--- src/mem_stage_config.svh ---
`ifndef MEM_STAGE_CONFIG_SVH
`define MEM_STAGE_CONFIG_SVH

// number of direct-mapped cache lines, power of two
`define MS_CACHE_LINES 8

// byte address width of the stage and the memory port
`define MS_ADDR_W 32

// cycles a handshake wait may take before the testbench gives up
`define MS_TIMEOUT 200

`endif

--- src/mem_stage_pkg.sv ---
`include "mem_stage_config.svh"

package mem_stage_pkg;

    // where an execute operand is taken from
    typedef enum logic [2:0] {
        SRC_REG1 = 3'd0,
        SRC_REG2 = 3'd1,
        SRC_REG3 = 3'd2,
        SRC_REG4 = 3'd3,
        SRC_IMM  = 3'd4,
        SRC_EIP  = 3'd5,
        SRC_MEM  = 3'd6,
        SRC_ZERO = 3'd7
    } opsrc_t;

    typedef enum logic [1:0] {
        ACC_NONE  = 2'd0,
        ACC_LOAD  = 2'd1,
        ACC_STORE = 2'd2
    } access_t;

    // decoded instruction as accepted from the previous stage
    typedef struct packed {
        access_t               access;
        logic                  is_rep;
        // 0 steps up, 1 steps down
        logic                  dir;
        logic [`MS_ADDR_W-1:0] addr;
        logic [31:0]           reg1;
        logic [31:0]           reg2;
        // repeat count for string ops
        logic [31:0]           reg3;
        logic [31:0]           reg4;
        logic [31:0]           imm;
        logic [31:0]           eip;
        opsrc_t                op1_src;
        opsrc_t                op2_src;
    } mem_inst_t;

    // one beat towards execute
    typedef struct packed {
        logic [31:0]           op1;
        logic [31:0]           op2;
        logic [`MS_ADDR_W-1:0] addr;
        logic                  last;
    } mem_result_t;

endpackage

--- src/cache_if.sv ---
`timescale 1ns/1ps
`include "mem_stage_config.svh"

// four-phase req/ack link from the repeat sequencer to the data cache
interface cache_if;
    logic                  req;
    logic                  ack;
    logic                  we;
    logic [`MS_ADDR_W-1:0] addr;
    logic [31:0]           wdata;
    // valid while ack is high
    logic [31:0]           rdata;

    modport sequencer (
        output req,
        output we,
        output addr,
        output wdata,
        input  ack,
        input  rdata
    );

    modport cache (
        input  req,
        input  we,
        input  addr,
        input  wdata,
        output ack,
        output rdata
    );
endinterface

--- src/rep_addr_gen.sv ---
`timescale 1ns/1ps
`include "mem_stage_config.svh"

module rep_addr_gen (
    input  logic                     clk,
    input  logic                     arst_n,
    input  logic                     in_req,
    output logic                     in_ack,
    input  mem_stage_pkg::mem_inst_t inst,
    cache_if.sequencer               cache,
    input  logic [31:0]              store_data,
    output logic [31:0]              load_data,
    output logic [`MS_ADDR_W-1:0]    beat_addr,
    output logic                     beat_req,
    input  logic                     beat_ack,
    output logic                     beat_last,
    output mem_stage_pkg::mem_inst_t inst_q
);
    import mem_stage_pkg::*;

    typedef enum logic [2:0] {
        S_IDLE,
        S_CAPT,
        S_ACCESS,
        S_ACC_REL,
        S_BEAT,
        S_BEAT_REL
    } state_t;

    state_t                state;
    logic [31:0]           count_q;
    logic [`MS_ADDR_W-1:0] addr_q;
    logic [`MS_ADDR_W-1:0] incdec;
    logic [31:0]           load_q;
    logic                  accept;

    // only take a new instruction once the previous ack cycle has closed
    assign accept = (state == S_IDLE) && in_req && !in_ack;

    // word step, down when the direction bit is set
    assign incdec = inst_q.dir ? `MS_ADDR_W'(-4) : `MS_ADDR_W'(4);

    always_ff @(posedge clk or negedge arst_n) begin
        if (!arst_n) begin
            state   <= S_IDLE;
            in_ack  <= 1'b0;
            count_q <= '0;
            addr_q  <= '0;
        end else begin
            // input ack runs on its own so the producer can release early
            if (accept) begin
                in_ack <= 1'b1;
            end else if (in_ack && !in_req) begin
                in_ack <= 1'b0;
            end

            case (state)
                S_IDLE: begin
                    if (accept) begin
                        addr_q  <= inst.addr;
                        count_q <= inst.is_rep ? inst.reg3 : 32'd1;
                        state   <= S_CAPT;
                    end
                end
                S_CAPT: begin
                    // zero count or no access still gives a single beat
                    if (count_q == 32'd0 || inst_q.access == ACC_NONE) begin
                        state <= S_BEAT;
                    end else begin
                        state <= S_ACCESS;
                    end
                end
                S_ACCESS: begin
                    if (cache.ack) begin
                        state <= S_ACC_REL;
                    end
                end
                S_ACC_REL: begin
                    if (!cache.ack) begin
                        state <= S_BEAT;
                    end
                end
                S_BEAT: begin
                    if (beat_ack) begin
                        state <= S_BEAT_REL;
                    end
                end
                S_BEAT_REL: begin
                    if (!beat_ack) begin
                        if (beat_last) begin
                            state <= S_IDLE;
                        end else begin
                            count_q <= count_q - 32'd1;
                            addr_q  <= addr_q + incdec;
                            state   <= S_CAPT;
                        end
                    end
                end
                default: state <= S_IDLE;
            endcase
        end
    end

    always_ff @(posedge clk) begin
        if (accept) begin
            inst_q <= inst;
        end
        // memory operand reads as zero unless a load returned data
        if (state == S_CAPT) begin
            load_q <= '0;
        end else if (state == S_ACCESS && cache.ack && inst_q.access == ACC_LOAD) begin
            load_q <= cache.rdata;
        end
    end

    assign cache.req   = (state == S_ACCESS);
    assign cache.we    = (inst_q.access == ACC_STORE);
    assign cache.addr  = addr_q;
    assign cache.wdata = store_data;

    assign beat_req  = (state == S_BEAT);
    assign beat_last = (count_q <= 32'd1);
    assign beat_addr = addr_q;
    assign load_data = load_q;

endmodule

--- src/dcache.sv ---
`timescale 1ns/1ps
`include "mem_stage_config.svh"

module dcache (
    input  logic                  clk,
    input  logic                  arst_n,
    cache_if.cache                cpu,
    output logic                  mem_req,
    input  logic                  mem_ack,
    output logic                  mem_we,
    output logic [`MS_ADDR_W-1:0] mem_addr,
    output logic [31:0]           mem_wdata,
    input  logic [31:0]           mem_rdata
);
    localparam int LINES = `MS_CACHE_LINES;
    localparam int IDX_W = $clog2(LINES);
    localparam int TAG_W = `MS_ADDR_W - IDX_W - 2;

    typedef enum logic [1:0] {
        C_IDLE,
        C_MEM,
        C_ACK
    } cstate_t;

    cstate_t          state;
    logic [LINES-1:0] valid_q;
    logic [TAG_W-1:0] tag_q [LINES];
    logic [31:0]      data_q [LINES];
    logic [31:0]      rdata_q;
    logic [IDX_W-1:0] idx;
    logic [TAG_W-1:0] tag;
    logic             hit;
    logic             read_hit;

    // word addressed, index sits just above the byte offset
    assign idx      = cpu.addr[IDX_W+1:2];
    assign tag      = cpu.addr[`MS_ADDR_W-1:IDX_W+2];
    assign hit      = valid_q[idx] && (tag_q[idx] == tag);
    assign read_hit = cpu.req && !cpu.we && hit;

    always_ff @(posedge clk or negedge arst_n) begin
        if (!arst_n) begin
            state   <= C_IDLE;
            valid_q <= '0;
        end else begin
            case (state)
                C_IDLE: begin
                    // stores always go out to memory
                    if (cpu.req) begin
                        state <= read_hit ? C_ACK : C_MEM;
                    end
                end
                C_MEM: begin
                    if (mem_ack) begin
                        if (!cpu.we) begin
                            valid_q[idx] <= 1'b1;
                        end
                        state <= C_ACK;
                    end
                end
                C_ACK: begin
                    // both sides must be back to idle before the next request
                    if (!cpu.req && !mem_ack) begin
                        state <= C_IDLE;
                    end
                end
                default: state <= C_IDLE;
            endcase
        end
    end

    always_ff @(posedge clk) begin
        if (state == C_IDLE && read_hit) begin
            rdata_q <= data_q[idx];
        end
        if (state == C_MEM && mem_ack) begin
            if (!cpu.we) begin
                // read miss fills the line
                tag_q[idx]  <= tag;
                data_q[idx] <= mem_rdata;
                rdata_q     <= mem_rdata;
            end else if (hit) begin
                // write through, no allocate on a miss
                data_q[idx] <= cpu.wdata;
            end
        end
    end

    assign cpu.ack   = (state == C_ACK);
    assign cpu.rdata = rdata_q;

    // request fields are held by the sequencer until ack
    assign mem_req   = (state == C_MEM);
    assign mem_we    = cpu.we;
    assign mem_addr  = cpu.addr;
    assign mem_wdata = cpu.wdata;

endmodule

--- src/opswap.sv ---
`timescale 1ns/1ps

module opswap (
    input  mem_stage_pkg::mem_inst_t inst,
    input  logic [31:0]              load_data,
    output logic [31:0]              op1,
    output logic [31:0]              op2
);
    import mem_stage_pkg::*;

    // one source decode shared by both operands
    function automatic logic [31:0] pick(
        input opsrc_t      src,
        input mem_inst_t   i,
        input logic [31:0] ld
    );
        logic [31:0] val;
        case (src)
            SRC_REG1: val = i.reg1;
            SRC_REG2: val = i.reg2;
            SRC_REG3: val = i.reg3;
            SRC_REG4: val = i.reg4;
            SRC_IMM:  val = i.imm;
            SRC_EIP:  val = i.eip;
            SRC_MEM:  val = ld;
            default:  val = '0;
        endcase
        return val;
    endfunction

    // op2 doubles as store data on the way back to the sequencer
    assign op1 = pick(inst.op1_src, inst, load_data);
    assign op2 = pick(inst.op2_src, inst, load_data);

endmodule

--- src/mem_stage.sv ---
`timescale 1ns/1ps
`include "mem_stage_config.svh"

module mem_stage (
    input  logic                   clk,
    input  logic                   arst_n,
    input  logic                   in_req,
    output logic                   in_ack,
    input  mem_stage_pkg::access_t in_access,
    input  logic                   in_is_rep,
    input  logic                   in_dir,
    input  logic [`MS_ADDR_W-1:0]  in_addr,
    input  logic [31:0]            in_reg1,
    input  logic [31:0]            in_reg2,
    input  logic [31:0]            in_reg3,
    input  logic [31:0]            in_reg4,
    input  logic [31:0]            in_imm,
    input  logic [31:0]            in_eip,
    input  mem_stage_pkg::opsrc_t  in_op1_src,
    input  mem_stage_pkg::opsrc_t  in_op2_src,
    output logic                   out_req,
    input  logic                   out_ack,
    output logic [31:0]            out_op1,
    output logic [31:0]            out_op2,
    output logic [`MS_ADDR_W-1:0]  out_addr,
    output logic                   out_last,
    output logic                   mem_req,
    input  logic                   mem_ack,
    output logic                   mem_we,
    output logic [`MS_ADDR_W-1:0]  mem_addr,
    output logic [31:0]            mem_wdata,
    input  logic [31:0]            mem_rdata
);
    import mem_stage_pkg::*;

    mem_inst_t             inst;
    mem_inst_t             inst_q;
    mem_result_t           result;
    logic [31:0]           load_data;
    logic [31:0]           op1;
    logic [31:0]           op2;
    logic [`MS_ADDR_W-1:0] beat_addr;
    logic                  beat_last;

    cache_if u_cache_if ();

    always_comb begin
        inst.access  = in_access;
        inst.is_rep  = in_is_rep;
        inst.dir     = in_dir;
        inst.addr    = in_addr;
        inst.reg1    = in_reg1;
        inst.reg2    = in_reg2;
        inst.reg3    = in_reg3;
        inst.reg4    = in_reg4;
        inst.imm     = in_imm;
        inst.eip     = in_eip;
        inst.op1_src = in_op1_src;
        inst.op2_src = in_op2_src;
    end

    rep_addr_gen u_rep_addr_gen (
        .clk        (clk),
        .arst_n     (arst_n),
        .in_req     (in_req),
        .in_ack     (in_ack),
        .inst       (inst),
        .cache      (u_cache_if.sequencer),
        .store_data (op2),
        .load_data  (load_data),
        .beat_addr  (beat_addr),
        .beat_req   (out_req),
        .beat_ack   (out_ack),
        .beat_last  (beat_last),
        .inst_q     (inst_q)
    );

    // operands come from the captured copy, stable for the whole beat
    opswap u_opswap (
        .inst      (inst_q),
        .load_data (load_data),
        .op1       (op1),
        .op2       (op2)
    );

    dcache u_dcache (
        .clk       (clk),
        .arst_n    (arst_n),
        .cpu       (u_cache_if.cache),
        .mem_req   (mem_req),
        .mem_ack   (mem_ack),
        .mem_we    (mem_we),
        .mem_addr  (mem_addr),
        .mem_wdata (mem_wdata),
        .mem_rdata (mem_rdata)
    );

    assign result = '{op1: op1, op2: op2, addr: beat_addr, last: beat_last};

    assign out_op1  = result.op1;
    assign out_op2  = result.op2;
    assign out_addr = result.addr;
    assign out_last = result.last;

endmodule

--- config.mk ---
export PLATFORM = sky130hd
export DESIGN_NAME = mem_stage
export DESIGN_NICKNAME = d
export VERILOG_FILES = /design/src/mem_stage_pkg.sv /design/src/cache_if.sv /design/src/rep_addr_gen.sv /design/src/dcache.sv /design/src/opswap.sv /design/src/mem_stage.sv
export VERILOG_INCLUDE_DIRS = /design/src
export SDC_FILE = /design/constraint.sdc
export NUM_CORES = 1
export LEC_CHECK = 0
export BUFFER_PORTS_ARGS = -buffer_cell sky130_fd_sc_hd__buf_2
export CAP_MARGIN = 5
export CORE_MARGIN = 2
export CORE_UTILIZATION = 40
export CTS_BUF_LIST = sky130_fd_sc_hd__clkbuf_4 sky130_fd_sc_hd__clkbuf_8
export DETAILED_ROUTE_END_ITERATION = 10
export SYNTH_ARGS = -nofsm -noshare
export SYNTH_HDL_FRONTEND = slang
export SYNTH_SLANG_ARGS = --single-unit
--- constraint.sdc ---
create_clock -name clk -period 9.5 [get_ports clk]
set_clock_uncertainty 0.15 [all_clocks]
set_input_delay 1.9 -clock clk [delete_from_list [all_inputs] [get_ports clk]]
set_output_delay 1.9 -clock clk [all_outputs]
set_load 0.02 [all_outputs]
==> impl_metrics.json, run 1 <==
{
  "status": "finished, final reports clean",
  "grt_use_total": 0.252,
  "port_buffers": 435,
  "cts_buffers": 136,
  "clk_pin_slew_ps": 60,
  "cp_max_fo": 43,
  "synth_edf_count": 673,
  "p_switching_uw": 4690,
  "clock_sinks": 815,
  "post-route-cell-area_mm2": 0.0418,
  "via_count": 25800,
  "setup_tns_ps": 0,
  "cts_hold_buf": 0,
  "period_needed_ps": 6320,
  "drt_iter0_drc": 3048,
  "power_per_cell_area_mw_per_mm2": 296,
  "die_x_um": 303,
  "viasPerCell": 5.93,
  "post-cts-setup-buffers": 0,
  "cap_violations": 0,
  "drive_above_1_share": 0.293,
  "grt_pass1_vias": 24900,
  "cellInternalPower_uw": 7680,
  "ir_drop_v": 0.000258,
  "synth_seq_area_share": 0.654,
  "start_util": 0.405,
  "min_path_type": "reg2reg",
  "die_area_mm2": 0.0921,
  "power_frac_clock": 0.254,
  "slew_viol_final": 0,
  "rows": 109,
  "drtAntennaViolNets": 0,
  "p_comb_frac": 0.338,
  "pin_count": 436,
  "cts_tree": "done",
  "worstPathRequired_ps": 7450,
  "leakagePower_uw": 0.0151,
  "cp.arrival_ps": 4270,
  "synth_cell_type_count": 76,
  "wl_per_cell_um": 27.6,
  "clk-insertion-delay-late_ps": 810,
  "cts_buffer_depth": 3,
  "yosys_warnings": 0,
  "die_h_um": 303,
  "grt_max_degree": 126,
  "hold_viol_final": 0,
  "cp-start-kind": "flip-flop",
  "cts.repair.resized": 0,
  "core_area_mm2": 0.0886,
  "postPlaceCellArea_mm2": 0.0390,
  "fin_crit_sh": 0.666,
  "grt_overflow_total": 0,
  "clockRootBuffer": "clkbuf_8",
  "syn_area_mm2": 0.0359,
  "switching_share": 0.379,
  "hpwl_um": 79200,
  "timing.fmax_mhz": 158,
  "end_kind": "primary output",
  "critPathKind": "reg2out",
  "nFillCells": 7959,
  "seqPwrFrac": 0.409,
  "drcViolationCount": 0,
  "synth_flop_cell": "edfxtp_1",
  "worstMarginPinSlew_ps": 1360,
  "maxSlewHeadroom": 0.0827,
  "finalPower_uw": 12400,
  "syn_inst": 2644,
  "finalNetCount": 3356,
  "htreeDepth": 4,
  "drtPass1Iterations": 7,
  "synth_nets": 2946,
  "rsz0062_at_grt": "false",
  "finalSetupViolations": 0,
  "syn2layout_area_growth_pct": 16.5,
  "grt_first_pass_wirelength_um": 168000,
  "final_util": 0.471,
  "wirelength_um": 120000,
  "timing.hold.ws_ps": 304,
  "ys_ff_latch": 815,
  "synthesis.area_per_instance_um2": 13.6,
  "gp_congestion": 0.948,
  "synth-async-reset-ratio": 0.0957,
  "antenna_found_initial": 31
}
cell families (layout without fill, tap and decap cells):
family,Yosys count,count (layout),share of synthesized area
AO/OA/AOI/OAI,666,666,0.127
XOR/XNOR,48,48,0.0117
adder cells (fa/ha/maj),31,31,0.0110
buffers and inverters,263,784,0.0363
flip-flops,815,815,0.654
multiplexers,238,238,0.0863
other,0,21,0
AND/OR/NAND/NOR,583,583,0.0744
critical path, cell delays in order (launching register included):
cell,delay (ps)
edfxtp_1,370
buf_4,240
buf_4,380
nor2b_1,760
and2_1,730
a22oi_1,190
o221ai_1,450
buf_2,320
sequential cells by signal (all words and copies together) (netlist names), 3 cells and up:
signal                    cells
u_rep_addr_gen.load_data     32
u_dcache.tag_q              216
u_dcache.valid_q              8
u_rep_addr_gen.state          3
u_dcache.cpu.rdata           32
u_rep_addr_gen.count_q       32
u_dcache.data_q             256
u_rep_addr_gen.inst_q       201
u_rep_addr_gen.beat_addr     32
cell usage in the layout (no fill, tap or decap), drive strengths merged, types with 37 or more instances in the layout:
| cell type | count |
|---|---|
| a21oi | 159 |
| a221oi | 58 |
| a22o | 37 |
| a22oi | 132 |
| buf | 507 |
| clkbuf | 194 |
| clkinv | 44 |
| dfrtp | 78 |
| dfxtp | 64 |
| edfxtp | 673 |
| mux2 | 91 |
| mux2i | 99 |
| mux4 | 48 |
| nand2 | 198 |
| nand3 | 103 |
| nor2 | 146 |
| o21ai | 118 |
power groups by stage:
| stage | sequential (uW) | clock (uW) | combinational (uW) |
|---|---|---|---|
| floorplan | 4990 | 0 | 2840 |
| global placement | 5090 | 0 | 4080 |
| detailed placement | 5110 | 0 | 4130 |
| CTS | 5040 | 3190 | 4150 |
| global route | 5100 | 3350 | 4490 |
| finish | 5050 | 3140 | 4180 |
per-stage QoR:
step / std cells / setup slack [ps]
2_1_floorplan: 2644 / 2890
4_1_cts: 4330 / 3330
5_1_grt: 4348 / 3070
6_report: 4351 / 3180
3_3_place_gp: 4081 / 3780
3_5_place_dp: 4081 / 3570
area by class of cell:
class	instances	area, um^2	share of cell area
Clock buffer	194	2380	0.0570
Timing Repair Buffer	507	2720	0.0651
Sequential cell	815	23500	0.561
Antenna cell	21	52.6	0.00126
Multi-Input combinational cell	1566	11300	0.269
Clock inverter	55	355	0.00850
Tap cell	1165	1460	0.0349
Inverter	28	113	0.00269
cell usage after synthesis, types with 9 or more instances:
library cell	n	area share
buf_2	25	0.0035
nor2_1	146	0.015
and2_1	11	0.0019
clkbuf_1	122	0.013
dfrtp_1	78	0.054
nor3_1	31	0.0043
xnor2_1	32	0.0078
a22o_1	37	0.0090
xor2_1	16	0.0039
a221oi_1	58	0.014
nand3_1	102	0.014
a311o_1	32	0.0089
and3_1	15	0.0026
a21oi_1	159	0.022
dfxtp_1	64	0.036
or2_2	10	0.0017
edfxtp_1	673	0.56
nand2_1	198	0.021
a21o_1	10	0.0021
inv_1	25	0.0026
buf_1	13	0.0014
mux4_2	48	0.030
nor4_1	12	0.0021
a32oi_1	9	0.0022
o22ai_1	21	0.0037
nor2b_1	18	0.0031
mux2i_1	99	0.028
o21ai_0	118	0.016
a31oi_1	20	0.0035
a22oi_1	132	0.028
o221ai_1	18	0.0044
mux2_2	91	0.029
ha_1	30	0.010
buf_4	69	0.014
layer usage:
layer  track usage  vias up  share of wire
li1              -    11100              -
met1         0.337    12900           0.40
met2         0.395     1477           0.47
met3        0.0595      260          0.097
met4         0.103       12          0.038
met5             0        -        0.00067
final timing paths:
kind,start,end,slack [ps],depth (start not counted)
setup / recovery,u_rep_addr_gen.inst_q[0],out_op2[29],3180,7
hold / removal,u_dcache.cpu.rdata[29],u_rep_addr_gen.load_data[29],300,2
setup reg to reg,u_rep_addr_gen.beat_addr[2],u_dcache.data_q[6][3],3520,12
hold reg to reg,u_dcache.cpu.rdata[29],u_rep_addr_gen.load_data[29],300,2
max in group asynchronous,arst_n,u_rep_addr_gen.beat_addr[4],7090,2
min in group asynchronous,arst_n,u_rep_addr_gen.count_q[10],860,1
Power figures use the tool's default switching activity.
==> run 2, diff against run 1 <==
- clock period: 9.5 -> 6.3 ns (I/O delays scaled with it)
==> run 2 against run 1 <==
Compared with the run above:
- the run now ends with capacitance limit, slew limit left
- die area is the same
- largest power group unchanged
- critical path type unchanged
- critical path depth shrank 1
- via count grew 0.71%
- sequential share of layout area shrank 0.28 points
==> impl_metrics.json, run 2 (synthesized netlist as in run 1, its figures left out) <==
{
  "critPathKind": "reg2out",
  "start_util": 0.405,
  "cap_violations": 1,
  "wl_met1_um": 48600,
  "hold_viol_final": 0,
  "cp.arrival_ps": 4180,
  "drive_above_1_share": 0.296,
  "cp_max_fo": 12,
  "layout_common_cells": "edfxtp_1 (673), buf_2 (434), nand2_1 (198)",
  "final_common_cell": "edfxtp_1",
  "cts_buffers": 141,
  "finalSetupViolations": 0,
  "fin_crit_sh": 0.888,
  "regArea_mm2": 0.0235,
  "core_area_mm2": 0.0886,
  "htreeDepth": 4,
  "period_needed_ps": 5590,
  "wirelength_um": 123000,
  "via_count": 26000,
  "min_path_type": "in2async",
  "grt_max_degree": 132,
  "grt_overflow_total": 0,
  "r2r_start": "u_rep_addr_gen.beat_addr[2]",
  "failed_checks": "capacitance limit, slew limit",
  "post-cts-setup-buffers": 0,
  "multi_input_area_mm2": 0.0113,
  "cts_buffer_depth": 3,
  "finalNetCount": 3371,
  "clockRootBuffer": "clkbuf_8",
  "port_buffers": 435,
  "top_register": "u_dcache.data_q",
  "syn2layout_area_growth_pct": 17.1,
  "gp_congestion": 0.967,
  "cts.repair.resized": 0,
  "rr_worst_depth": 12,
  "setup_tns_ps": 0,
  "end_kind": "primary output",
  "antenna_found_initial": 25,
  "wl_met2_um": 57300,
  "die_area_mm2": 0.0921,
  "rows": 109,
  "top_regs": "u_dcache.data_q: 256 flops, u_dcache.tag_q: 216 flops, u_rep_addr_gen.inst_q: 201 flops",
  "drcViolationCount": 0,
  "clk-insertion-delay-late_ps": 830,
  "status": "finished with violations",
  "grt_pass1_vias": 25100,
  "clock_sinks": 815,
  "final_util": 0.474,
  "die_x_um": 303,
  "leakagePower_uw": 0.0153,
  "nFillCells": 7863,
  "ir_drop_v": 0.000384,
  "grt_use_total": 0.258,
  "cts_tree": "done",
  "drtPass1Iterations": 6,
  "dr.max_layer_used": "met5",
  "worstMarginPinSlew_ps": 1510,
  "drtAntennaViolNets": 0,
  "rsz0062_at_grt": "false",
  "timing.fmax_mhz": 179,
  "pin_count": 436,
  "clk_pin_slew_ps": 60,
  "wl_met3_um": 12300,
  "cp-start-kind": "flip-flop",
  "slew_viol_final": 4,
  "r2r-end": "u_dcache.data_q[3][14]",
  "cts_hold_buf": 0,
  "grt_first_pass_wirelength_um": 172000,
  "r2r_slack_ps": 900,
  "viasPerCell": 5.96,
  "maxSlewHeadroom": -0.0189,
  "die_h_um": 303,
  "drt_iter0_drc": 3070,
  "worstPathRequired_ps": 4890,
  "hpwl_um": 81500,
  "wl_per_cell_um": 28.1,
  "power_per_cell_area_mw_per_mm2": 451,
  "largest_register_ffs": 256
}
-- run 2: cell types whose count changed in the layout (fill, tap and decap cells not counted), moves of 2 or more --
cell	change
buf_4	+9
clkinv_8	+2
clkbuf_4	-4
bufinv_16	+3
inv_8	+2
diode_2	-3
clkinvlp_4	-2
clkinv_2	+4
-- run 2: area by class of cell --
type	count	area share
inverters	28	0.00268
clock buffers	191	0.0563
diodes	18	0.00107
well taps	1165	0.0347
multi-input cells	1566	0.268
clock inverters	64	0.0120
repair buffers	517	0.0669
flip-flops and latches	815	0.558
-- run 2: per-stage QoR --
stage               hold WS, ps  instances  total power [uW]  instance area (um^2)  setup slack (ps)
global route                277       4359             19800                 42000               620
global placement            299       4091             13900                 39100               996
CTS                         243       4346             18900                 42000               835
finish                      276       4364             18900                 42000               706
floorplan                   282       2644             11800                 35900               329
detailed placement          302       4091             14000                 39100               877
-- run 2: report_power, final --
group | internal [uW] | total (uW) | switching (uW)
Sequential | 6810 | 7780 | 974
Combinational | 2240 | 6200 | 3960
Clock | 2670 | 4940 | 2260
-- run 2: per-layer routing --
metal,vias to the layer above,global-route usage
met3,261,0.0631
met1,13000,0.344
met4,6,0.103
li1,11100,-
met5,-,0
met2,1585,0.408
-- run 2: how the worst max path moves through the flow --
stage	startpoint	endpoint	cells past startpoint
finish	u_rep_addr_gen.inst_q[0]	out_op2[9]	6
global route	u_rep_addr_gen.beat_addr[2]	u_dcache.data_q[3][14]	12
CTS	u_rep_addr_gen.beat_addr[2]	u_dcache.data_q[3][19]	12
detailed placement	u_rep_addr_gen.beat_addr[2]	u_dcache.data_q[3][18]	12
global placement	u_rep_addr_gen.beat_addr[2]	u_dcache.data_q[3][20]	12
floorplan	in_req	u_rep_addr_gen.inst_q[0]	2
-- run 2: critical path, stage by stage (launching register included) --
cell      delay, ps
edfxtp_1        810
inv_1           410
nor2_1          230
buf_4           250
a21oi_1         100
o21ai_0        1150
buf_2           400
